File: config.mk
export PLATFORM = sky130hd
export DESIGN_NAME = fsmc_write_decoder
export DESIGN_NICKNAME = d
export VERILOG_FILES = /design/src/fsmc_pkg.sv /design/src/write_event_if.sv /design/src/fsmc_strobe_sync.sv /design/src/fsmc_write_decoder.sv /design/src/region_select.sv /design/src/write_bus_driver.sv
export SDC_FILE = /design/constraint.sdc
export NUM_CORES = 1
export LEC_CHECK = 0
export BUFFER_PORTS_ARGS = -buffer_cell sky130_fd_sc_hd__buf_2
export CAP_MARGIN = 30
export CORE_MARGIN = 2
export CORE_UTILIZATION = 41
export CTS_BUF_LIST = sky130_fd_sc_hd__clkbuf_16
export DETAILED_ROUTE_END_ITERATION = 16
export PLACE_DENSITY = 0.75
export SLEW_MARGIN = 15
export SYNTH_ARGS = -nofsm -noshare
export SYNTH_HDL_FRONTEND = slang
export SYNTH_SLANG_ARGS = --single-unit
File: constraint.sdc
create_clock -name sys_clk -period 1.4 [get_ports sys_clk]
set_clock_uncertainty 0.15 [all_clocks]
set_input_delay 0.07 -clock sys_clk [delete_from_list [all_inputs] [get_ports sys_clk]]
set_output_delay 0.07 -clock sys_clk [all_outputs]
set_load 0.01 [all_outputs]
File: src/fsmc_pkg.sv
package fsmc_pkg;

    // external bus and peripheral side widths
    typedef logic [31:0] fsmc_addr_t;
    typedef logic [31:0] fsmc_data_t;

    // low part of the bus address, seen by peripherals as offset
    typedef logic [15:0] periph_addr_t;

    localparam int MAX_REGIONS = 8;

    // lowest address of each region
    // 0..3 output port groups, 4..7 stepper motors 1..4
    localparam fsmc_addr_t REGION_FIRST [MAX_REGIONS] = '{
        32'h0000_0000,
        32'h0000_0010,
        32'h0000_0020,
        32'h0000_0030,
        32'h0001_0000,
        32'h0002_0000,
        32'h0003_0000,
        32'h0004_0000
    };

    // highest address of each region, inclusive
    localparam fsmc_addr_t REGION_LAST [MAX_REGIONS] = '{
        32'h0000_000f,
        32'h0000_001f,
        32'h0000_002f,
        32'h0000_003f,
        32'h0001_ffff,
        32'h0002_ffff,
        32'h0003_ffff,
        32'h0004_ffff
    };

endpackage

File: src/write_event_if.sv
`timescale 1ns/1ps

interface write_event_if;
    import fsmc_pkg::*;

    // one-cycle pulses on the sampled strobe edges
    logic       start;
    logic       stop;

    // bus address and data, valid while start is high
    fsmc_addr_t addr;
    fsmc_data_t data;

    modport source (
        output start,
        output stop,
        output addr,
        output data
    );

    modport sink (
        input start,
        input stop,
        input addr,
        input data
    );
endinterface
File: src/fsmc_strobe_sync.sv
`timescale 1ns/1ps

module fsmc_strobe_sync (
    input  logic                 sys_clk,
    input  logic                 sys_rst_n,
    input  logic                 fsmc_write,
    input  fsmc_pkg::fsmc_addr_t fsmc_write_addr,
    input  fsmc_pkg::fsmc_data_t fsmc_write_data,
    write_event_if.source        evt
);

    // strobe history with the newest sample in bit 0
    // bit 0 may go metastable and stays out of the edge decode
    logic [2:0] write_smp;

    always_ff @(posedge sys_clk or negedge sys_rst_n)
    begin
        if (!sys_rst_n)
        begin
            write_smp <= 3'b000;
        end
        else
        begin
            write_smp <= {write_smp[1:0], fsmc_write};
        end
    end

    // rise when the older sample is low and the newer one high
    assign evt.start = (write_smp[2:1] == 2'b01);

    // fall when the older sample is high and the newer one low
    assign evt.stop = (write_smp[2:1] == 2'b10);

    // address and data are held by the master for the whole strobe
    assign evt.addr = fsmc_write_addr;
    assign evt.data = fsmc_write_data;

endmodule

File: src/fsmc_write_decoder.sv
`timescale 1ns/1ps

module fsmc_write_decoder #(
    // 1 .. MAX_REGIONS, keeps the first entries of the table
    parameter int num_regions = fsmc_pkg::MAX_REGIONS
) (
    input  logic                   sys_clk,
    input  logic                   sys_rst_n,
    input  logic                   fsmc_write,
    input  fsmc_pkg::fsmc_addr_t   fsmc_write_addr,
    input  fsmc_pkg::fsmc_data_t   fsmc_write_data,
    output fsmc_pkg::periph_addr_t periph_write_addr,
    output fsmc_pkg::fsmc_data_t   periph_write_data,
    output logic [num_regions-1:0] region_write
);
    import fsmc_pkg::*;

    // write events from the synchroniser to all consumers
    write_event_if evt ();

    // one held flag per region
    logic [num_regions-1:0] region_hit;

    fsmc_strobe_sync u_strobe_sync (
        .sys_clk         (sys_clk),
        .sys_rst_n       (sys_rst_n),
        .fsmc_write      (fsmc_write),
        .fsmc_write_addr (fsmc_write_addr),
        .fsmc_write_data (fsmc_write_data),
        .evt             (evt)
    );

    // one selector per table entry
    genvar i;
    generate
        for (i = 0; i < num_regions; i++)
        begin : g_region
            region_select #(
                .region_first (REGION_FIRST[i]),
                .region_last  (REGION_LAST[i])
            ) u_region_select (
                .sys_clk   (sys_clk),
                .sys_rst_n (sys_rst_n),
                .evt       (evt),
                .hit       (region_hit[i])
            );
        end
    endgenerate

    write_bus_driver #(
        .num_regions (num_regions)
    ) u_write_bus_driver (
        .sys_clk           (sys_clk),
        .sys_rst_n         (sys_rst_n),
        .evt               (evt),
        .region_hit        (region_hit),
        .periph_write_addr (periph_write_addr),
        .periph_write_data (periph_write_data),
        .region_write      (region_write)
    );

endmodule

File: src/region_select.sv
`timescale 1ns/1ps

module region_select #(
    parameter fsmc_pkg::fsmc_addr_t region_first = 32'h0000_0000,
    parameter fsmc_pkg::fsmc_addr_t region_last  = 32'h0000_000f
) (
    input  logic        sys_clk,
    input  logic        sys_rst_n,
    write_event_if.sink evt,
    output logic        hit
);

    logic in_range;

    // inclusive compare on the full bus address
    assign in_range = (evt.addr >= region_first) && (evt.addr <= region_last);

    always_ff @(posedge sys_clk or negedge sys_rst_n)
    begin
        if (!sys_rst_n)
        begin
            hit <= 1'b0;
        end
        else if (evt.start)
        begin
            // flag only goes up for our own range
            if (in_range)
            begin
                hit <= 1'b1;
            end
        end
        else if (evt.stop)
        begin
            // strobe gone, release the select
            hit <= 1'b0;
        end
    end

    // table entry from the top must describe a real range
    range_order_a: assert property (@(posedge sys_clk) disable iff (!sys_rst_n)
        region_first <= region_last)
        else $error("region range reversed: first %h last %h", region_first, region_last);

endmodule

File: src/write_bus_driver.sv
`timescale 1ns/1ps

module write_bus_driver #(
    parameter int num_regions = fsmc_pkg::MAX_REGIONS
) (
    input  logic                   sys_clk,
    input  logic                   sys_rst_n,
    write_event_if.sink            evt,
    input  logic [num_regions-1:0] region_hit,
    output fsmc_pkg::periph_addr_t periph_write_addr,
    output fsmc_pkg::fsmc_data_t   periph_write_data,
    output logic [num_regions-1:0] region_write
);
    import fsmc_pkg::*;

    // offset and data held for the whole write, zero otherwise
    always_ff @(posedge sys_clk or negedge sys_rst_n)
    begin
        if (!sys_rst_n)
        begin
            periph_write_addr <= '0;
            periph_write_data <= '0;
        end
        else if (evt.start)
        begin
            // latched even for unmapped addresses
            periph_write_addr <= periph_addr_t'(evt.addr);
            periph_write_data <= evt.data;
        end
        else if (evt.stop)
        begin
            periph_write_addr <= '0;
            periph_write_data <= '0;
        end
    end

    // select flags are already registered on the same edge as the payload
    assign region_write = region_hit;

    // overlapping table entries would raise two selects at once
    select_onehot_a: assert property (@(posedge sys_clk) disable iff (!sys_rst_n)
        $onehot0(region_write))
        else $error("more than one region selected: %b", region_write);

    // edge decode in the synchroniser must never report both edges
    event_exclusive_a: assert property (@(posedge sys_clk) disable iff (!sys_rst_n)
        !(evt.start && evt.stop))
        else $error("start and stop high in the same cycle");

    // selects only move on a write event the cycle before
    select_change_a: assert property (@(posedge sys_clk) disable iff (!sys_rst_n)
        (region_write != $past(region_write)) |-> $past(evt.start || evt.stop))
        else $error("region_write changed without a write event");

endmodule

# After elaboration in Yosys (flattened, before gate mapping)
# Index checks and enable logic that the tools add are counted.
[classes] addsub=0 n_mul=0 eq_ne=10 reduce_logical=17 magnitude_cmp=16 n_shift=0 div_mod_pow=0 bitwise=0 n_mux=21
[op_table] operator="$ge A32 B18 Y1 const B" count=2
[op_table] operator="$ge A32 B6 Y1 const B" count=2
[op_table] operator="$le A32 B18 Y1 const B" count=2
[op_table] operator="$le A32 B6 Y1 const B" count=2
[op_table] operator="$mux W32" count=2
[op_table] operator="$ge A32 B1 Y1 const B" count=1
[op_table] operator="$ge A32 B17 Y1 const B" count=1
[op_table] operator="$ge A32 B19 Y1 const B" count=1
[op_table] operator="$ge A32 B5 Y1 const B" count=1
[op_table] operator="$le A32 B17 Y1 const B" count=1
[op_table] operator="$le A32 B19 Y1 const B" count=1
[op_table] operator="$le A32 B4 Y1 const B" count=1
[op_table] operator="$le A32 B5 Y1 const B" count=1
[op_table] operator="$mux W16" count=2
[op_table] operator="$mux W1" count=17
[op_table] operator="$ne A2 B1 Y1 const B" count=8
[op_table] operator="$reduce_and A2 Y1" count=8
[op_table] operator="$logic_and A1 B1 Y1" count=8
[op_table] operator="$eq A2 B1 Y1 const B" count=1
[op_table] operator="$eq A2 B2 Y1 const B" count=1
[op_table] operator="$reduce_bool A2 Y1" count=1
[totals] latch_bits=0 input_bits=67 mem_bits_rw=0 mem_bits_ro=0 reg_bits=59 wordCells=75 out_inout_bits=56 n_memories=0

# Depth between registers and ports, before layout
# Gate-level depths: netlist (run 1).
[depth] word_depth=4 ltp_mapped=7 ltp_nobuf=5

# By module
# From an unflattened synthesis (run 1), not the netlist that was laid out.
[hier_totals] hier_cells=281 area_unflattened_um2=3131.8
[by_module_without_submodules] module="write_bus_driver" area_each_um2=1747.9 seq_area_each_um2=1201.2 n_inst=1 cells_each=115
[by_module_without_submodules] module="fsmc_strobe_sync" area_each_um2=570.5 seq_area_each_um2=75.1 n_inst=1 cells_each=69
[by_module_without_submodules] module="region_select (g_region[1].u_region_select ...)" area_each_um2=108.9 seq_area_each_um2=25.0 n_inst=2 cells_each=14
[by_module_without_submodules] module="region_select (g_region[4].u_region_select ...)" area_each_um2=83.8 seq_area_each_um2=25.0 n_inst=2 cells_each=11
[by_module_without_submodules] module="region_select (g_region[0].u_region_select)" area_each_um2=125.1 seq_area_each_um2=25.0 n_inst=1 cells_each=14
[by_module_without_submodules] module="region_select (g_region[3].u_region_select)" area_each_um2=117.6 seq_area_each_um2=25.0 n_inst=1 cells_each=14
[by_module_without_submodules] module="region_select (g_region[7].u_region_select)" area_each_um2=102.6 seq_area_each_um2=25.0 n_inst=1 cells_each=9
[by_module_without_submodules] module="region_select (g_region[6].u_region_select)" area_each_um2=82.6 seq_area_each_um2=25.0 n_inst=1 cells_each=10

# Worst setup path before layout (run 1)
# No wires, ideal clock.
[synth_timing] path_type="reg-to-reg" start="register u_strobe_sync.write_smp[2]" end="register g_region[0].u_region_select.hit" n_path_buf=1 required_ps=1158 synth_period_minus_slack_ps=1535 slack_ps=-135 setup_ps=92 path_stages_with_launch=7 arrival_time_ps=1293 path_cell_list="dfrtp_1 -> inv_1 -> ha_1 -> buf_4 -> nor4b_4 -> nand4_2 -> o31ai_2"
[synth_via] elab_chain_cells=3 elab_cells_between_ends=6 classes_between="eq/ne: 3; mux: 1; reduce/logical: 2"
[synth_rtl] element="from (decl)" line="fsmc_strobe_sync.sv:14" source="logic [2:0] write_smp;"
[synth_rtl] element="from (signal assigned)" line="fsmc_strobe_sync.sv:24" source="write_smp <= {write_smp[1:0], fsmc_write};"
[synth_rtl] element="$eq A2 B1 Y1 *" line="fsmc_strobe_sync.sv:29" source="assign evt.start = (write_smp[2:1] == 2'b01);"
[synth_rtl] element="named net evt.start" line="write_event_if.sv:7" source="logic start;"
[synth_rtl] element="$ne A2 B1 Y1 (no source line) or $reduce_bool A2 Y1 (tied branches)"
[synth_rtl] element="$reduce_and A2 Y1 (no source line)"
[synth_rtl] element="to (signal assigned)" line="region_select.sv:22" source="hit <= 1'b0;"
[synth_rtl] element="to (signal assigned)" line="region_select.sv:29" source="hit <= 1'b1;"
[synth_rtl] element="to (signal assigned)" line="region_select.sv:35" source="hit <= 1'b0;"
[synth_rtl] element="to (decl)" line="region_select.sv:10" source="output logic hit"
# The timed path passes the listed nets; every way through them passes the cells marked *.
# A chain may end at the register's enable or synchronous reset.

# Worst setup path in the final report (run 1)
[layout_timing] start="register u_strobe_sync.write_smp[2]" end="register u_write_bus_driver.periph_write_data[20]"
[layout_via] elab_chain_cells=2 elab_cells_between_ends=4 classes_between="eq/ne: 2; mux: 1; reduce/logical: 1"
[layout_rtl] element="$eq A2 B1 Y1 or $eq A2 B2 Y1 (tied branches)" line="fsmc_strobe_sync.sv:29, fsmc_strobe_sync.sv:32"
[layout_rtl] element="$mux W32 or $reduce_bool A2 Y1 (tied branches)"
[layout_rtl] element="to (signal assigned)" line="write_bus_driver.sv:28" source="periph_write_data <= evt.data;"
[layout_rtl] element="to (decl)" line="write_bus_driver.sv:11" source="output fsmc_pkg::fsmc_data_t periph_write_data,"
# Parallel ways exist; a longest one is shown, timed or not.

==> metrics.md, run 1 <==
| Metric | Value |
|---|---|
| Outcome | `finished with violations` |
| Failing checks | `negative hold slack, negative setup slack` |
| Max-slew violation count | `0` |
| Post-Syn Area per Cell | `slightly below 10 µm²` |
| Reg2reg setup slack | `-140 ps` |
| Clock Pin Slew Worst Setup and Hold Paths | `roughly 50 ps` |
| Die area | `between 6000 and 7000 µm²` |
| Max incr delay on CP | `390 ps` |
| Worst hold endpoint | `g_region[7].u_region_select.hit` |
| Worst IR drop on VDD | `699 µV` |
| Sequential fraction of the synthesis area | `59.5%` |
| Hold Path Origin | `fsmc_write_addr[22]` |
| Global route total overflow | `0` |
| Cell count of the worst reg-to-reg path | `5` |
| Syn nets | `326` |
| DR vias/cell | `~4.8` |
| Htree depth | `3` |
| RSZ-0062 raised after global routing | `yes` |
| Switching power total | `1.19 mW` |
| Ports | `123` |
| CORE AREA | `5890 µm²` |
| Sequential share of power | `39.4%` |
| Root buffer cell | `clkbuf_16` |
| Synth Cell Area | `2480 µm²` |
| Die Wd | `81.8 µm` |
| Starting DRT DRC Count | `102` |
| Num rows | `28` |
| IO Port Bufs | `122` |
| Vias post-DR | `roughly 2500` |
| Layout cell share with drive strength beyond 1 | `37.9%` |
| Inst Count DP | `440` |
| WHS | `-76.7 ps` |
| Fmax | `roughly 650 MHz` |
| Clock Power Share | `42.7%` |
| FF-to-FF Start | `u_strobe_sync.write_smp[2]` |
| Synth Area in Simple Gates | `21.3%` |
| Min cycle time layout | `~1500 ps` |
| Fin. Hold Viols | `8` |
| Largest family of logic cells by synthesized area | `simple AND/OR/NAND/NOR gates` |
| Worst-Skew Late Latency | `~310 ps` |
| Synth Area in XOR/XNOR | `0%` |
| Dpl ws | `-194 ps` |
| Min-Delay Path Class | `in2reg` |
| Crit path launch type | `flop` |
| P_int | `3.60 mW` |
| MaxCap Viol Count | `0` |
| Setup_tns | `-4080 ps` |
| Drt wl/cell | `about 15 µm` |
| Die Ht | `81.8 µm` |
| First-pass GRT wire length | `11100 µm` |
| CTS Buffer Depth | `2` |
| Synth area leaders | `dfrtp_1 (60%), nand2_1 (14%), o21ai_0 (9.7%)` |
| Antenna-violating nets left | `0` |
| Leakage | `2.14 nW` |
| Endpoints failing setup | `46` |
| Final GP Congestion | `between 0.7 and 0.8` |
| CTS tree | `done` |
| Cell taking the most area after synthesis | `dfrtp_1` |
| Gr usage total | `22.0%` |
| Critical Path AT | `1630 ps` |
| Reg2Reg Capture Point | `u_write_bus_driver.periph_write_data[20]` |
| Synth Area in Compound Gates | `roughly 13%` |
| Ys Warns | `0` |
| P per Cell Area | `~1100 nW/µm²` |
| Yosys reg bits | `approximately 60` |
| Period utilization | `110%` |
| Clock sink count | `59` |
| Yosys top cell area share | `59.5%` |
| Post-CTS Hold Buffers | `55` |
| CP dominant cell by count | `buf_4` |
| Placed cell area | `approximately 3200 µm²` |
| Nets@finish | `513` |
| Setup crit end kind | `flop` |
| Sw Share | `24.8%` |
| CP max-delay cell | `dfrtp_1` |
| Cell area after layout | `roughly 4200 µm²` |
| Combinational share of power | `17.8%` |
| Crit-path cells | `buf_4 > ha_4 > buf_4 > nor2b_4 > a22o_1` |
| DP Wirelength | `4150 µm` |
| Syn Inst Count | `257` |
| Required time worst endpoint | `1500 ps` |
| Worst slew pin tran | `444 ps` |
| Syn-to-layout area delta | `70.4%` |
| Post-route setup slack | `-136 ps` |
| Mux contribution to synthesized area | `0%` |
| Finished Layout Cells | `523` |
| Most frequent cells in the layout | `buf_2 (122), nand2_1 (91), dfrtp_1 (59)` |
| Inserted Clock Buffers | `9` |
| Initial antenna violation count | `0` |
| Worst-path fanout max | `7` |
| Worst slew margin | `a little over two thirds` |
| Crit Path Category | `reg2reg` |
| DRC | `0` |
| Number of cells on the worst hold path | `4` |
| Leading cell type in the layout, fill and taps excluded | `buf_2` |
| Antenna diode count | `0` |
| Post-synthesis adder-cell area fraction | `1.01%` |
| Drt first pass iters | `4` |
| Starting Density | `42.1%` |
| Drt total wl | `roughly 7800 µm` |
| Distinct cells, synth | `22` |
| Number of global-route vias before repair | `2336` |
| Largest net degree at the start of global routing | `60` |
## critical path: cells and delay by family, from the launching register on
kind / cells / cell delay (ps)
DFF: 1 / 390
buffers and inverters: 2 / 300
adders and majority gates: 1 / 270
and+or+nand+nor: 1 / 190
AOI/OAI and AO/OA: 1 / 160
## what timing repair did
action,4_1_cts,5_1_grt
gates resized for setup,7,38
pin swaps,3,4
setup buffers,2,5
endpoints found under the hold margin,116,8
cloned,0,6
endpoints found under the setup margin,55,56
## synth_stat cells, drive strengths merged
master   n
nand2   92
a22o     7
clkbuf  12
nor2     1
o31ai    1
inv      2
dfrtp   59
nand4    5
and2     1
nor3     1
nor4b    2
nand3    1
buf     12
nand2b   3
nor4     5
nor2b    3
o21ai   48
ha       2
## final cells by class
type                       count  area [µm²]
clock inverter                 6        50.0
clock buffer                   9         225
timing repair buffer         200        1450
inverter                       2        7.51
sequential                    59        1480
multi-input combinational    172         920
fill                         431        1660
tap                           75        93.8
## sequential cells by signal (all words and copies together), names as in the netlist
name	cells
u_strobe_sync.write_smp	3
g_region.u_region_select.hit	8
u_write_bus_driver.periph_write_addr	16
u_write_bus_driver.periph_write_data	32
## through the flow
| stage | power (mW) | utilization, % |
|---|---|---|
| global placement | 2.47 | 53.9 |
| finish | 4.79 | 71.8 |
| detailed placement | 2.49 | 53.9 |
| floorplan | 2.17 | - |
| CTS | 4.66 | 68.4 |
| global route | 4.98 | 71.8 |
## routing by layer
metal	track usage, %	vias up	routed length (µm)
met1	26.5	1193	3290
met3	3.96	11	321
li1	-	1219	-
met2	38.3	85	4100
met5	0	-	0
met4	9.50	0	121
## logic make-up (layout without fill, tap and decap cells)
family	Yosys count	count (layout)
AOI/OAI and AO/OA	56	56
adders and majority gates	2	2
buffers and inverters	26	217
DFF	59	59
and+or+nand+nor	114	114
## power groups by stage
stage	Clock, mW	Combinational [mW]	Sequential [mW]
2_1_floorplan	0	0.211	1.96
3_3_place_gp	0	0.569	1.90
3_5_place_dp	0	0.581	1.90
4_1_cts	2.07	0.704	1.88
5_1_grt	2.16	0.923	1.90
6_report	2.05	0.853	1.89
## worst max-delay path by stage
stage	from	endpoint	slack (ps)	cells after the start
after floorplan	u_strobe_sync.write_smp[2]	g_region[0].u_region_select.hit	-80	6
after global placement	u_strobe_sync.write_smp[2]	g_region[0].u_region_select.hit	-120	5
after detailed placement	u_strobe_sync.write_smp[2]	g_region[5].u_region_select.hit	-190	5
after CTS	u_strobe_sync.write_smp[2]	g_region[0].u_region_select.hit	-140	5
after global routing	u_strobe_sync.write_smp[2]	g_region[0].u_region_select.hit	-180	5
final	u_strobe_sync.write_smp[2]	u_write_bus_driver.periph_write_data[20]	-140	5
No activity file was read; power rests on OpenSTA's default activity.
==> run 2, diff against run 1 <==
BUFFER_PORTS_ARGS = default   (was -buffer_cell sky130_fd_sc_hd__buf_2)
CORE_UTILIZATION = 56   (was 41)
DONT_BUFFER_PORTS = 1   (was default)
PLACE_DENSITY = 0.73   (was 0.75)
==> run 2 against run 1 <==
  * The flow still finishes with violations (negative hold slack, negative setup slack)
  * Worst setup slack gained 27 ps
  * Via count fell by 20%
  * Fmax up 1.8%
  * Global-route usage is 2.8 points higher
  * Sequential power rose by 4%
  * Clock power barely moved
  * Combinational power decreased by 47%
  * Non-clock buffer count fell by 135
  * Clock-buffer cell count unchanged
  * Wire length down 21%
  * Sequential cell count is the same
  * Largest cell class unchanged
  * Largest power group unchanged
  * Highest routed layer unchanged
==> metrics.md, run 2 (same netlist as run 1, synthesis figures left out) <==
| Metric | Value |
|---|---|
| Largest net degree at the start of global routing | `60 (unchanged)` |
| DP Wirelength | `3430 µm (-17%)` |
| Min-Delay Path Class | `in2async` |
| Fin. Hold Viols | `67 (+59)` |
| Required time worst endpoint | `1470 ps (-30 ps)` |
| Setup crit end kind | `flop` |
| Starting DRT DRC Count | `137 (+34%)` |
| Starting Density | `57.3% (+15 points)` |
| Outcome | `finished with violations` |
| WHS | `-702 ps (-625 ps)` |
| FF-to-FF Start | `u_strobe_sync.write_smp[2]` |
| Drt total wl | `6170 µm (-21%)` |
| Max-slew violation count | `0 (unchanged)` |
| Initial antenna violation count | `0 (unchanged)` |
| Period utilization | `108% (-1.9 points)` |
| Number of global-route vias before repair | `1975 (-15%)` |
| Fmax | `663 MHz (+1.8%)` |
| Critical Path AT | `1580 ps (-50 ps)` |
| Layout cell share with drive strength beyond 1 | `11.2% (-27 points)` |
| Ports | `123 (unchanged)` |
| Crit path launch type | `flop` |
| Finished Layout Cells | `365 (-30%)` |
| Clock Pin Slew Worst Setup and Hold Paths | `50 ps (about the same)` |
| Vias post-DR | `2001 (-20%)` |
| Final GP Congestion | `0.756 (+1.7%)` |
| Fill cells | `273 (-37%)` |
| WL met1 | `2390 µm (-28%)` |
| CTS Buffer Depth | `2 (unchanged)` |
| Root buffer cell | `clkbuf_16` |
| Worst slew pin tran | `438 ps (-6.50 ps)` |
| Antenna-violating nets left | `0 (unchanged)` |
| Most flops, register | `u_write_bus_driver.periph_write_data` |
| MaxCap Viol Count | `0 (unchanged)` |
| Crit Path Category | `reg2reg` |
| Total area of sequential cells | `1480 µm² (unchanged)` |
| Die Wd | `70.5 µm (-14%)` |
| Failing checks | `negative hold slack, negative setup slack` |
| Top layer in use | `met4` |
| Nets@finish | `378 (-26%)` |
| Post-route setup slack | `-109 ps (+27.3 ps)` |
| Num rows | `24 (-14%)` |
| Post-CTS Hold Buffers | `54 (-1.8%)` |
| Clock sink count | `59 (unchanged)` |
| DRC | `0 (unchanged)` |
| Crit-path cells | `inv_2 > ha_4 > nor4b_4 > nand4_4 > o31ai_2` |
| RSZ-0062 raised after global routing | `yes` |
| Gr usage total | `24.8% (+2.8 points)` |
| WL met3 | `392 µm (+22%)` |
| IO Port Bufs | `0 (-100%)` |
| Inst Count DP | `293 (-33%)` |
| Drt wl/cell | `16.9 µm (+13%)` |
| Largest registers | `u_write_bus_driver.periph_write_data: 32 flops, u_write_bus_driver.periph_write_addr: 16 flops, g_region.u_region_select.hit: 8 flops` |
| Min cycle time layout | `1510 ps (-27.3 ps)` |
| Final Power | `4.43 mW (-7.4%)` |
| Most frequent cells in the layout | `nand2_1 (92), dfrtp_1 (59), dlygate4sd3_1 (54)` |
| Leakage | `1.51 nW (-30%)` |
| Die Ht | `70.5 µm (-14%)` |
| DR vias/cell | `5.48 (+14%)` |
| CP max-delay cell | `dfrtp_1` |
| CORE AREA | `4320 µm² (-27%)` |
| Endpoints failing setup | `41 (-11%)` |
| CTS tree | `done` |
| Die area | `4980 µm² (-26%)` |
| Met2 routed WL | `3250 µm (-21%)` |
| Worst slew margin | `70.6% (+0.44 points)` |
| Max FFs per register | `32 (unchanged)` |
| P per Cell Area | `1290 nW/µm² (+14%)` |
| Antenna diode count | `0 (unchanged)` |
| Footprint of the multi-input gates | `926 µm² (+0.68%)` |
| Leading cell type in the layout, fill and taps excluded | `nand2_1` |
| Worst-path fanout max | `7 (unchanged)` |
| Worst IR drop on VDD | `889 µV (+27%)` |
| Syn-to-layout area delta | `38.2%` |
| Drt first pass iters | `4 (unchanged)` |
| Max incr delay on CP | `410 ps (+20 ps)` |
| Worst-Skew Late Latency | `310 ps (about the same)` |
| Inserted Clock Buffers | `9 (unchanged)` |
| Htree depth | `3 (unchanged)` |
| First-pass GRT wire length | `9360 µm (-15%)` |
| CP startpoint | `u_strobe_sync.write_smp[2]` |
| Global route total overflow | `0 (unchanged)` |
## run 2: changes by cell type in the layout (fill, tap and decap cells not counted), sizes merged
cell / change
clkinv: -1
buf: -132
dlygate4sd3: -1
inv: +1
clkbuf: -2
## run 2: metal layers
metal | up-vias | GRT usage [%]
li1 | 951 | -
met1 | 946 | 29.0
met2 | 90 | 42.0
met3 | 14 | 6.13
met4 | 0 | 13.6
met5 | - | 0
## run 2: worst max-delay path, delay by kind of cell (launching register included)
| family | cells | cell delay, ps |
|---|---|---|
| flip-flops | 1 | 410 |
| AND/OR/NAND/NOR | 2 | 450 |
| adder cells (fa/ha/maj) | 1 | 120 |
| buffers and inverters | 1 | 80 |
| AO/OA/AOI/OAI | 1 | 210 |
## run 2: layout make-up
type | count | share of cell area (%)
flip-flops and latches | 59 | 43.1
repair buffers | 65 | 19.7
well taps | 52 | 1.90
clock buffers | 9 | 6.57
multi-input cells | 172 | 27.0
inverters | 2 | 0.219
clock inverters | 6 | 1.50
## run 2: final timing paths
kind	end	slack [ps]	depth (start not counted)
min	u_write_bus_driver.periph_write_data[9]	-700	0
max in group asynchronous	g_region[3].u_region_select.hit	1700	0
min in group sys_clk	g_region[0].u_region_select.hit	-150	3
max	g_region[0].u_region_select.hit	-110	5
max reg2reg	g_region[0].u_region_select.hit	-110	5
min reg2reg	u_strobe_sync.write_smp[1]	200	0
## run 2: what timing repair did
item                                    4_1_cts  5_1_grt
resized for setup                             9        9
pin swaps                                     2        2
buffers inserted                              1        0
endpoints found under the setup margin       48       56
gates cloned                                  0        2
endpoints found under the hold margin       116       67
## run 2: power by group
group | switching, mW | total, mW | internal (mW)
clock | 0.680 | 2.02 | 1.34
combinational | 0.212 | 0.451 | 0.239
sequential | 0.141 | 1.97 | 1.82
total | 1.03 | 4.43 | 3.40
## run 2: metrics by stage
step | area [µm²] | worst slack (ps) | TNS, ps | hold WS [ps] | utilization [%]
3_5_place_dp | 2490 | -176 | -2450 | -375 | 57.7
3_3_place_gp | 2490 | -115 | -1550 | -375 | 57.7
6_report | 3430 | -109 | -1560 | -702 | 79.3
2_1_floorplan | 2510 | -75.9 | -586 | -376 | -
4_1_cts | 3350 | -121 | -4380 | -711 | 77.5
5_1_grt | 3430 | -179 | -6110 | -714 | 79.3
==> run 3, diff against run 2 <==
CORE_ASPECT_RATIO = 0.5   (was default)
CORE_UTILIZATION = 55   (was 56)
PLACE_DENSITY = 0.69   (was 0.73)
clock period = 1.6 ns   (was 1.4 ns; I/O delays follow)
==> run 3 against run 2 <==
  * The flow still finishes with violations (negative hold slack, negative setup slack)
  * Final cell count is 4.1% higher
  * Critical path depth unchanged
  * Utilization rose by 1.3 points
  * Critical endpoint unchanged
  * Clock-buffer cell count unchanged
  * Wire length increased by 8.1%
  * Sequential share of layout area shrank 1.1 points
  * Highest routed layer unchanged
  * Clock power decreased by 3%
  * Non-clock buffer count is 9 higher
  * Sequential power is 13% lower
  * Power decreased by 8.6%
  * Worst setup slack gained 73 ps
==> metrics.md, run 3 (same netlist as run 1, synthesis figures left out) <==
| Metric | Value |
|---|---|
| Total area of sequential cells | `1480 µm² (unchanged)` |
| WHS | `-696 ps (+6.26 ps)` |
| P_int | `3.13 mW (-7.9%)` |
| Drt wl/cell | `17.5 µm (+3.8%)` |
| Critical Path AT | `1700 ps (+120 ps)` |
| Sw Share | `22.7% (-0.59 points)` |
| CTS tree | `done` |
| Root buffer cell | `clkbuf_16` |
| Outcome | `finished with violations` |
| Number of global-route vias before repair | `2118 (+7.2%)` |
| Worst-path fanout max | `7 (unchanged)` |
| Setup crit end kind | `flop` |
| Starting Density | `56.9% (-0.48 points)` |
| DRC | `0 (unchanged)` |
| Largest net degree at the start of global routing | `62 (+3.3%)` |
| Starting DRT DRC Count | `95 (-31%)` |
| Worst slew margin | `66.4% (-4.2 points)` |
| Sequential share of power | `42.3% (-2.0 points)` |
| Fill cells | `249 (-8.8%)` |
| Worst Path Buf+Inv | `1 (unchanged)` |
| Htree depth | `3 (unchanged)` |
| CP max-delay cell | `dfrtp_1` |
| Worst slew pin tran | `500 ps (+62.9 ps)` |
| Antenna diode count | `0 (unchanged)` |
| Util after Layout | `80.6% (+1.3 points)` |
| Clock sink count | `59 (unchanged)` |
| MaxCap Viol Count | `0 (unchanged)` |
| Initial antenna violation count | `0 (unchanged)` |
| Layout cell share with drive strength beyond 1 | `9.91% (-1.3 points)` |
| Failing checks | `negative hold slack, negative setup slack` |
| Crit-path cells | `inv_1 > ha_2 > nor4b_4 > nand4_4 > o31ai_4` |
| Max incr delay on CP | `380 ps (-30 ps)` |
| Critical path's top delay family | `simple AND/OR/NAND/NOR gates` |
| DR vias/cell | `5.49 (+0.23%)` |
| Fin. Hold Viols | `59 (-12%)` |
| Ports | `123 (unchanged)` |
| Leading cell type in the layout, fill and taps excluded | `nand2_1` |
| Required time worst endpoint | `1670 ps (+200 ps)` |
| Max-slew violation count | `0 (unchanged)` |
| Antenna-violating nets left | `0 (unchanged)` |
| Min-Delay Path Class | `in2async` |
| Die Wd | `99.0 µm (+40%)` |
| Min cycle time layout | `1640 ps (+127 ps)` |
| Post-CTS Hold Buffers | `66 (+22%)` |
| Endpoints failing setup | `2 (-95%)` |
| Nets@finish | `387 (+2.4%)` |
| Combinational share of power | `9.5% (-0.7 points)` |
| Global route total overflow | `0 (unchanged)` |
| Final Power | `4.05 mW (-8.6%)` |
| Drt first pass iters | `4 (unchanged)` |
| Footprint of the multi-input gates | `908 µm² (-1.9%)` |
| Leakage | `1.53 nW (+1.3%)` |
| Most frequent cells in the layout | `nand2_1 (92), dlygate4sd3_1 (66), dfrtp_1 (59)` |
| Most flops, register | `u_write_bus_driver.periph_write_data` |
| Worst-Skew Late Latency | `320 ps (about the same)` |
| Clock Pin Slew Worst Setup and Hold Paths | `50 ps (about the same)` |
| Inserted Clock Buffers | `9 (unchanged)` |
| Clock Power Share | `48.2% (+2.7 points)` |
| Die area | `5090 µm² (+2.4%)` |
| Max FFs per register | `32 (unchanged)` |
| Switching power total | `920 µW (-11%)` |
| Worst IR drop on VDD | `859 µV (-3.3%)` |
| Period utilization | `102% (-5.5 points)` |
| CP Depth | `5 (unchanged)` |
| DP Wirelength | `3400 µm (-1.0%)` |
| Crit path launch type | `flop` |
| CORE AREA | `4360 µm² (+0.84%)` |
| First-pass GRT wire length | `10300 µm (+10%)` |
| Num rows | `17 (-29%)` |
| Drt total wl | `6670 µm (+8.1%)` |
| Crit Path Category | `reg2reg` |
| Largest registers | `u_write_bus_driver.periph_write_data: 32 flops, u_write_bus_driver.periph_write_addr: 16 flops, g_region.u_region_select.hit: 8 flops` |
| Cell count of the worst reg-to-reg path | `5 (unchanged)` |
| CTS Buffer Depth | `2 (unchanged)` |
| Vias post-DR | `2088 (+4.3%)` |
| Gr usage total | `27.0% (+2.2 points)` |
| IO Port Bufs | `0 (unchanged)` |
| Syn-to-layout area delta | `41.7%` |
| Die Ht | `51.5 µm (-27%)` |
| Final GP Congestion | `0.695 (-8.0%)` |
| Post-route setup slack | `-35.5 ps (+73.2 ps)` |
| Fmax | `611 MHz (-7.8%)` |
| RSZ-0062 raised after global routing | `yes` |
| P per Cell Area | `1150 nW/µm² (-11%)` |
[run 3: cell types whose count changed in the layout (fill, tap and decap cells not counted), moves of 2 or more]
cell	change
o21ai_1	-10
dlygate4sd3_1	+12
ha_2	+2
ha_4	-2
clkinv_1	+2
buf_6	-2
o21ai_0	+10
[run 3: path summary, 6_finish.rpt]
| check | startpoint | to | slack [ps] |
|---|---|---|---|
| min in group sys_clk | fsmc_write | u_strobe_sync.write_smp[0] | 180 |
| worst min-delay path | sys_rst_n | u_write_bus_driver.periph_write_data[29] | -700 |
| worst max-delay path | u_strobe_sync.write_smp[2] | g_region[0].u_region_select.hit | -40 |
| worst min register to register | u_strobe_sync.write_smp[0] | u_strobe_sync.write_smp[1] | 220 |
| worst max register to register | u_strobe_sync.write_smp[2] | g_region[0].u_region_select.hit | -40 |
| max in group asynchronous | sys_rst_n | g_region[6].u_region_select.hit | 1890 |
[run 3: cell type report]
class                      count  area share (%)
sequential                    59            42.0
multi-input combinational    172            25.9
tap                           57            2.03
inverter                       2           0.214
timing repair buffer          74            21.1
clock inverter                 7            2.39
clock buffer                   9            6.41
[run 3: metrics by stage]
stage                     hold slack (ps)  cell area, µm²  worst slack, ps  setup TNS (ps)  std cells
after CTS                            -702            3460             3.48               0        378
final                                -696            3510            -35.5           -47.7        380
after global routing                 -715            3510            -90.4            -359        380
after detailed placement             -365            2480            -44.1            -285        296
after global placement               -365            2480             56.8               0        296
after floorplan                      -366            2480             65.3               0        257
[run 3: timing repair]
item                                   CTS  global route
endpoints found under the hold margin  116            59
resized for setup                        1            11
pin swaps                                0             1
setup endpoints to repair                7            24
buffers inserted                         0             2
[run 3: routing by layer]
layer  GRT usage (%)  vias up  share of wire (%)  wire length [µm]
met3            11.2        8                8.6               576
met4            7.76        0               0.99                66
met5               0        -                  0                 0
li1                -      973                  -                 -
met1            33.2      999                 41              2730
met2            44.5      108                 49              3290
[run 3: power by group through the flow]
| stage | Combinational, mW | Clock [mW] | Sequential (mW) |
|---|---|---|---|
| 2_1_floorplan | 0.167 | 0 | 1.72 |
| 3_3_place_gp | 0.199 | 0 | 1.73 |
| 3_5_place_dp | 0.211 | 0 | 1.73 |
| 4_1_cts | 0.355 | 1.98 | 1.71 |
| 5_1_grt | 0.424 | 2.07 | 1.72 |
| 6_report | 0.385 | 1.95 | 1.71 |
